## src/board_params.svh

```systemverilog
`ifndef BOARD_PARAMS_SVH
`define BOARD_PARAMS_SVH

// SPI word width, also the number of LEDs in the 4x4 matrix
`define BOARD_WORD_BITS 16

// log2 of clocks per scan step
// 5 gives one LED every 32 clocks, a full frame every 512
`define BOARD_SCAN_DIV_LOG2 5

// default resolution of the waveform level
`define BOARD_WAVE_BITS 10

// default clocks per sawtooth step
// with 10 bits this is one ramp per 1024 * 100000 clocks
`define BOARD_SAW_STEP 100000

`endif
```

## src/board_pkg.sv

```systemverilog
`include "board_params.svh"

package board_pkg;

  // SPI word, LED pattern and pin snapshot all share this layout
  // bit n drives LED n, read back MSB first
  typedef logic [`BOARD_WORD_BITS-1:0] led_word_t;

  // LED position in the matrix
  // [3:2] row, picks the cathode
  // [1:0] column, picks the anode
  typedef logic [3:0] scan_idx_t;

  // one line of the matrix, anodes or cathode enables
  typedef logic [3:0] matrix_line_t;

endpackage

```

## src/board_top.sv

```systemverilog
`timescale 1ns/1ps
`include "board_params.svh"

module board_top import board_pkg::*; #(
  parameter int WAVE_BITS = `BOARD_WAVE_BITS,
  parameter int SAW_STEP  = `BOARD_SAW_STEP
) (
  input  logic                 clk,
  input  logic                 rst,
  // SPI from the host controller
  input  logic                 cfg_sck,
  input  logic                 cfg_cs,
  input  logic                 cfg_si,
  output logic                 cfg_so,
  input  led_word_t            pin_in,     // read back on every frame
  // LED matrix
  output matrix_line_t         aled,
  output matrix_line_t         kled_tri,
  // dimming path
  output logic [WAVE_BITS-1:0] wave_level,
  output logic                 pdm_out
);

  led_word_t led_bits;
  logic      word_strobe;   // one clock per received word

  spi_slave u_spi (
    .clk         (clk),
    .rst         (rst),
    .cfg_sck     (cfg_sck),
    .cfg_cs      (cfg_cs),
    .cfg_si      (cfg_si),
    .cfg_so      (cfg_so),
    .pin_in      (pin_in),
    .led_bits    (led_bits),
    .word_strobe (word_strobe)
  );

  led_matrix_scan u_scan (
    .clk      (clk),
    .rst      (rst),
    .led_bits (led_bits),
    .aled     (aled),
    .kled_tri (kled_tri)
  );

  saw_gen #(
    .WAVE_BITS (WAVE_BITS),
    .SAW_STEP  (SAW_STEP)
  ) u_saw (
    .clk        (clk),
    .rst        (rst),
    .wave_level (wave_level)
  );

  // sawtooth level sets the LED brightness
  pdm_mod #(
    .WAVE_BITS (WAVE_BITS)
  ) u_pdm (
    .clk     (clk),
    .rst     (rst),
    .level   (wave_level),
    .pdm_out (pdm_out)
  );

endmodule

```

## src/pdm_mod.sv

```systemverilog
`timescale 1ns/1ps
`include "board_params.svh"

module pdm_mod #(
  parameter int WAVE_BITS = `BOARD_WAVE_BITS
) (
  input  logic                 clk,
  input  logic                 rst,
  input  logic [WAVE_BITS-1:0] level,
  output logic                 pdm_out
);

  // first order sigma-delta
  // the carry out of the accumulator is the output bit, so over
  // 2^WAVE_BITS clocks exactly level ones come out

  logic [WAVE_BITS-1:0] acc;
  logic [WAVE_BITS:0]   sum;    // one extra bit for the carry

  assign sum = {1'b0, acc} + {1'b0, level};

  always_ff @(posedge clk) begin
    if (rst) begin
      acc     <= '0;
      pdm_out <= 1'b0;
    end else begin
      acc     <= sum[WAVE_BITS-1:0];   // residue carried on
      pdm_out <= sum[WAVE_BITS];
    end
  end

endmodule

```

## src/saw_gen.sv

```systemverilog
`timescale 1ns/1ps
`include "board_params.svh"

module saw_gen #(
  parameter int WAVE_BITS = `BOARD_WAVE_BITS,
  parameter int SAW_STEP  = `BOARD_SAW_STEP
) (
  input  logic                 clk,
  input  logic                 rst,
  output logic [WAVE_BITS-1:0] wave_level
);

  localparam int DIV_BITS = $clog2(SAW_STEP + 1);
  localparam logic [DIV_BITS-1:0] DIV_LAST = DIV_BITS'(SAW_STEP - 1);

  logic [DIV_BITS-1:0] div_cnt;

  always_ff @(posedge clk) begin
    if (rst) begin
      div_cnt    <= '0;
      wave_level <= '1;             // start at full scale
    end else if (div_cnt == DIV_LAST) begin
      div_cnt    <= '0;
      // falls through zero into full scale again
      wave_level <= wave_level - 1'b1;
    end else begin
      div_cnt <= div_cnt + 1'b1;
    end
  end

endmodule

```

## src/led_matrix_scan.sv

```systemverilog
`timescale 1ns/1ps
`include "board_params.svh"

module led_matrix_scan import board_pkg::*; (
  input  logic         clk,
  input  logic         rst,
  input  led_word_t    led_bits,
  output matrix_line_t aled,      // anodes, active low
  output matrix_line_t kled_tri   // cathode enables, active high
);

  localparam int DIV_BITS = `BOARD_SCAN_DIV_LOG2;

  logic [DIV_BITS-1:0] prescale;
  logic                step;
  scan_idx_t           idx;

  // column and row of the current LED
  logic [1:0] col;
  logic [1:0] row;

  // free running, one step per 2^DIV_BITS clocks
  always_ff @(posedge clk) begin
    if (rst) begin
      prescale <= '0;
    end else begin
      prescale <= prescale + 1'b1;
    end
  end

  assign step = &prescale;

  assign col = idx[1:0];
  assign row = idx[3:2];

  always_ff @(posedge clk) begin
    if (rst) begin
      idx <= '0;
    end else if (step) begin
      idx <= idx + 1'b1;    // wraps after LED 15
    end
  end

  // one LED at a time, pattern sampled as the outputs update
  always_ff @(posedge clk) begin
    if (rst) begin
      aled     <= '1;       // all anodes off
      kled_tri <= '0;       // all cathodes floating
    end else if (step) begin
      aled <= ~(matrix_line_t'(1) << col);
      if (led_bits[idx]) begin
        kled_tri <= matrix_line_t'(1) << row;
      end else begin
        kled_tri <= '0;
      end
    end
  end

endmodule

```

## src/spi_slave.sv

```systemverilog
`timescale 1ns/1ps
`include "board_params.svh"

module spi_slave import board_pkg::*; (
  input  logic      clk,
  input  logic      rst,
  input  logic      cfg_sck,
  input  logic      cfg_cs,
  input  logic      cfg_si,
  output logic      cfg_so,
  input  led_word_t pin_in,
  output led_word_t led_bits,
  output logic      word_strobe
);

  localparam int W = `BOARD_WORD_BITS;

  // [0] and [1] are the synchronizer, [2] holds the previous value for edges
  logic [2:0] sck_sync;
  logic [2:0] cs_sync;
  logic [1:0] si_sync;    // data only needs the two stages

  logic sck_rise;
  logic cs_rise;
  logic cs_fall;
  logic selected;

  led_word_t rx_shift;    // incoming word, MSB arrives first
  led_word_t tx_shift;    // reply word

  // bus pins are asynchronous to clk
  always_ff @(posedge clk) begin
    if (rst) begin
      sck_sync <= '0;
      cs_sync  <= '1;     // idle deselected, no false edge out of reset
    end else begin
      sck_sync <= {sck_sync[1:0], cfg_sck};
      cs_sync  <= {cs_sync[1:0], cfg_cs};
    end
  end

  always_ff @(posedge clk) begin
    si_sync <= {si_sync[0], cfg_si};
  end

  assign sck_rise = sck_sync[1] & ~sck_sync[2];
  assign cs_rise  = cs_sync[1] & ~cs_sync[2];
  assign cs_fall  = ~cs_sync[1] & cs_sync[2];
  assign selected = ~cs_sync[1];

  // receive side, keeps the last W bits of a frame
  always_ff @(posedge clk) begin
    if (sck_rise && selected) begin
      rx_shift <= {rx_shift[W-2:0], si_sync[1]};
    end
  end

  // reply side
  // pins are snapshot at the start of the frame and leave MSB first
  always_ff @(posedge clk) begin
    if (rst) begin
      tx_shift <= '1;
    end else if (cs_fall) begin
      tx_shift <= pin_in;
    end else if (sck_rise && selected) begin
      tx_shift <= {tx_shift[W-2:0], 1'b1}; // ones fill in behind
    end
  end

  assign cfg_so = tx_shift[W-1];

  // end of frame, the word goes to the LEDs
  always_ff @(posedge clk) begin
    if (rst) begin
      led_bits    <= '0;
      word_strobe <= 1'b0;
    end else begin
      word_strobe <= cs_rise;
      if (cs_rise) begin
        led_bits <= rx_shift;
      end
    end
  end

endmodule

```

## config.mk

```make
export PLATFORM = sky130hd
export DESIGN_NAME = board_top
export DESIGN_NICKNAME = d
export VERILOG_FILES = /design/src/board_pkg.sv /design/src/board_top.sv /design/src/pdm_mod.sv /design/src/saw_gen.sv /design/src/led_matrix_scan.sv /design/src/spi_slave.sv
export VERILOG_INCLUDE_DIRS = /design/src
export SDC_FILE = /design/constraint.sdc
export NUM_CORES = 1
export LEC_CHECK = 0
export CORE_ASPECT_RATIO = 0.6
export CORE_UTILIZATION = 40
export DETAILED_ROUTE_END_ITERATION = 16
export DONT_BUFFER_PORTS = 1
export GPL_ROUTABILITY_DRIVEN = 0
export MAX_ROUTING_LAYER = met4
export PLACE_DENSITY = 0.67
export SLEW_MARGIN = 30
export SYNTH_ARGS = -nofsm -noshare
export SYNTH_HDL_FRONTEND = slang
export SYNTH_SLANG_ARGS = --single-unit
export TNS_END_PERCENT = 100
```

## constraint.sdc

```tcl
create_clock -name clk -period 1.85 [get_ports clk]
set_clock_uncertainty 0.15 [all_clocks]
set_input_delay 0.2775 -clock clk [delete_from_list [all_inputs] [get_ports clk]]
set_output_delay 0.2775 -clock clk [all_outputs]
set_load 0.02 [all_outputs]
```

==> reports/qor.csv <==
metric;value;unit
status;finished, violations left;
failing checks;setup timing;
routing usage on met1;23.1;%
clk_lat worst skew;0.35;ns
# IOs;41;
Ant. Diodes;0;
Final Max Tran Viols;0;
Final HPWL DP;6090;um
register area share after synthesis;50.8;%
post-synthesis async set-or-reset flop share;0;%
H-tree levels;3;
routed len/inst;13.4;um
worst-margin pin slew;0.599;ns
period utilisation layout;105;%
startpoint types;register;
TritonRoute pass-1 iters;4;
cells after synthesis;496;
Slew headroom;60.1;%
# clock sinks;111;
min-delay worst type;in2reg;
share of layout cells above drive strength 1;19.6;%
grt peak-use layer;met2;
Warnings, synthesis;0;
initial antenna violation count;0;
DR iter-0 viols;181;
remaining global-route overflow;0;
achievable frequency;513;MHz
pwr dens;961;nW/um^2
Setup violations, final;4;
post-synth top area share;40.5;%
vias in the first global route;3330;
fin nets;596;
RSZ-0062 raised after global routing;yes;
Post-DRT Antenna Nets;0;
Initial Utilization;41.3;%
Finished Core Util;53.0;%
final setup margin;-0.0984;ns
Post-synth EDFFs;16;
Final Hold Violating Endpoints;0;
Root Buffer;clkbuf_16;
GRT met2 Usage;25.5;%
final hold slack;0.0243;ns
Num CTS Buffers;9;
synthesized cell area;4690;um^2
die height;85.9;um
syn avg cell area;9.46;um^2
Die Wd;142;um
max_cap viols;0;
largest net degree at the start of global routing;65;
Max IR drop VDD;0.500;mV
#FFs+latches synth;111;
first-pass GRT wire length;15800;um
FP Rows;30;
GR Util All Layers;17.2;%
Reg clk slew, reported paths;0.08;ns
area grow syn2layout;28.5;%
CTS tree;done;
setup tns final;-0.219;ns
Crit. End Element;register;
Fillers;983;
drc violations;0;
worst endpoint required time;1.94;ns
top_reg_cell synth;dfxtp_1;
FF-to-FF setup slack;-0.1;ns
Yosys cell types;50;
Tmin final;1.95;ns
Tot Pwr;5.79;mW
Arrival @ worst endpoint;2.04;ns
Synth area leaders;dfxtp_1 (41%), edfxtp_1 (10%), nand2_1 (5.8%), ha_1 (4.8%), nand2b_1 (4.7%);
Post-Syn Nets;536;
DIE AREA;12200;um^2
global-route track usage on met3;4.91;%
via count;3553;
Setup Crit Path Kind;reg2reg;
area leader, netlist;dfxtp_1;
maximum root-to-sink buffer count;2;
critical path fanouts, max;2;
port bufs;0;
Avg Vias per Cell;4.93;
Core ar.;11400;um^2
drt total wl;9640;um
Leak Pwr;2.28;nW
-- cell usage after synthesis, drive strengths merged (2+ instances only) --
library cell   n
a211oi         2
a21o           3
a21oi         23
and3           4
and4           3
buf            9
clkbuf        14
dfxtp         95
edfxtp        16
ha            18
inv           11
mux4           4
nand2         73
nand2b        35
nand3         27
nand4          4
nand4b         2
nor2          45
nor2b         11
nor3          10
nor4           4
o21a           4
o21ai         23
or2            6
or3            3
or3b           2
xnor2         21
xor2          11
-- final timing paths --
kind                       end              from  cells after the start
max               u_pdm.acc[9]      u_pdm.acc[1]                      6
min          u_spi.tx_shift[0]         pin_in[0]                      3
max reg2reg       u_pdm.acc[9]      u_pdm.acc[1]                      6
min reg2reg   u_spi.si_sync[1]  u_spi.si_sync[0]                      0
-- per-stage QoR --
step,instance area (um^2),std cells,worst slack (ns)
final,6030,721,-0.0984
after global routing,6030,721,-0.170
after CTS,5880,719,-0.0967
after detailed placement,5170,669,-0.142
after global placement,5170,669,-0.122
after floorplan,4780,496,-0.0668
-- flip-flops by register name, summed over array words and instances, names as in the netlist --
name and cells:
u_pdm.acc 10, u_pdm.pdm_out 1, u_saw.div_cnt 17, u_saw.wave_level 10, u_scan.aled 4, u_scan.idx 4, u_scan.kled_tri 4, u_scan.prescale 5
u_spi.cs_sync 3, u_spi.led_bits 16, u_spi.rx_shift 16, u_spi.sck_sync 3, u_spi.si_sync 2, u_spi.tx_shift 16
-- critical path, stage by stage, from the launching register on --
cell,delay [ns]
dfxtp_2,0.34
ha_4,0.22
a21o_1,0.18
a221o_1,0.37
o2111ai_2,0.19
a21oi_2,0.09
mux2_4,0.31
-- what timing repair did --
| action | in CTS | in global routing |
|---|---|---|
| gates resized for setup | 9 | 29 |
| endpoints found under the hold margin | 77 | 0 |
| hold buffers | 31 | 0 |
| pin swaps | 9 | 12 |
| setup buffers | 3 | 2 |
| endpoints found under the setup margin | 7 | 33 |
-- cell type report --
| class | count | area (um^2) | share of cell area [%] |
|---|---|---|---|
| flip-flops and latches | 111 | 2410 | 40.0 |
| multi-input cells | 351 | 2380 | 39.5 |
| repair buffers | 72 | 676 | 11.2 |
| clock buffers | 10 | 229 | 3.80 |
| well taps | 160 | 200 | 3.32 |
| clock inverters | 6 | 92.6 | 1.54 |
| inverters | 11 | 41.3 | 0.685 |
-- per-layer routing --
| layer | vias to the layer above | part of all wire [%] |
|---|---|---|
| li1 | 1789 | - |
| met1 | 1691 | 51 |
| met2 | 64 | 44 |
| met3 | 9 | 3.4 |
| met4 | 0 | 0.83 |
| met5 | - | 0 |
-- power breakdown --
| group | leakage, nW | internal (mW) | switching (mW) |
|---|---|---|---|
| Combinational | 1.21 | 0.582 | 0.509 |
| Clock | 0.157 | 1.20 | 0.873 |
| Sequential | 0.919 | 2.56 | 0.0736 |
| Total | 2.28 | 4.34 | 1.46 |
-- cell usage in the layout, fill, tap and decap left out, types with 7 or more instances in the layout --
| cell | count |
|---|---|
| o21ai_0 | 19 |
| dfxtp_1 | 83 |
| nand3_1 | 26 |
| dfxtp_2 | 7 |
| xor2_1 | 11 |
| clkbuf_16 | 9 |
| inv_1 | 9 |
| nor2_1 | 41 |
| xnor2_1 | 21 |
| buf_4 | 35 |
| nand2b_1 | 35 |
| dlygate4sd3_1 | 30 |
| a21oi_1 | 22 |
| nand2_1 | 73 |
| edfxtp_1 | 16 |
| nor2b_1 | 10 |
| ha_1 | 12 |
-- cell families after synthesis --
kind of cell	share of synthesized area, %
simple gates	25.1
flops	50.8
compound gates	7.47
buf+inv	3.12
xor+xnor	5.97
fa+ha+maj	5.23
mux	2.37
No activity file was read; power rests on OpenSTA's default activity.
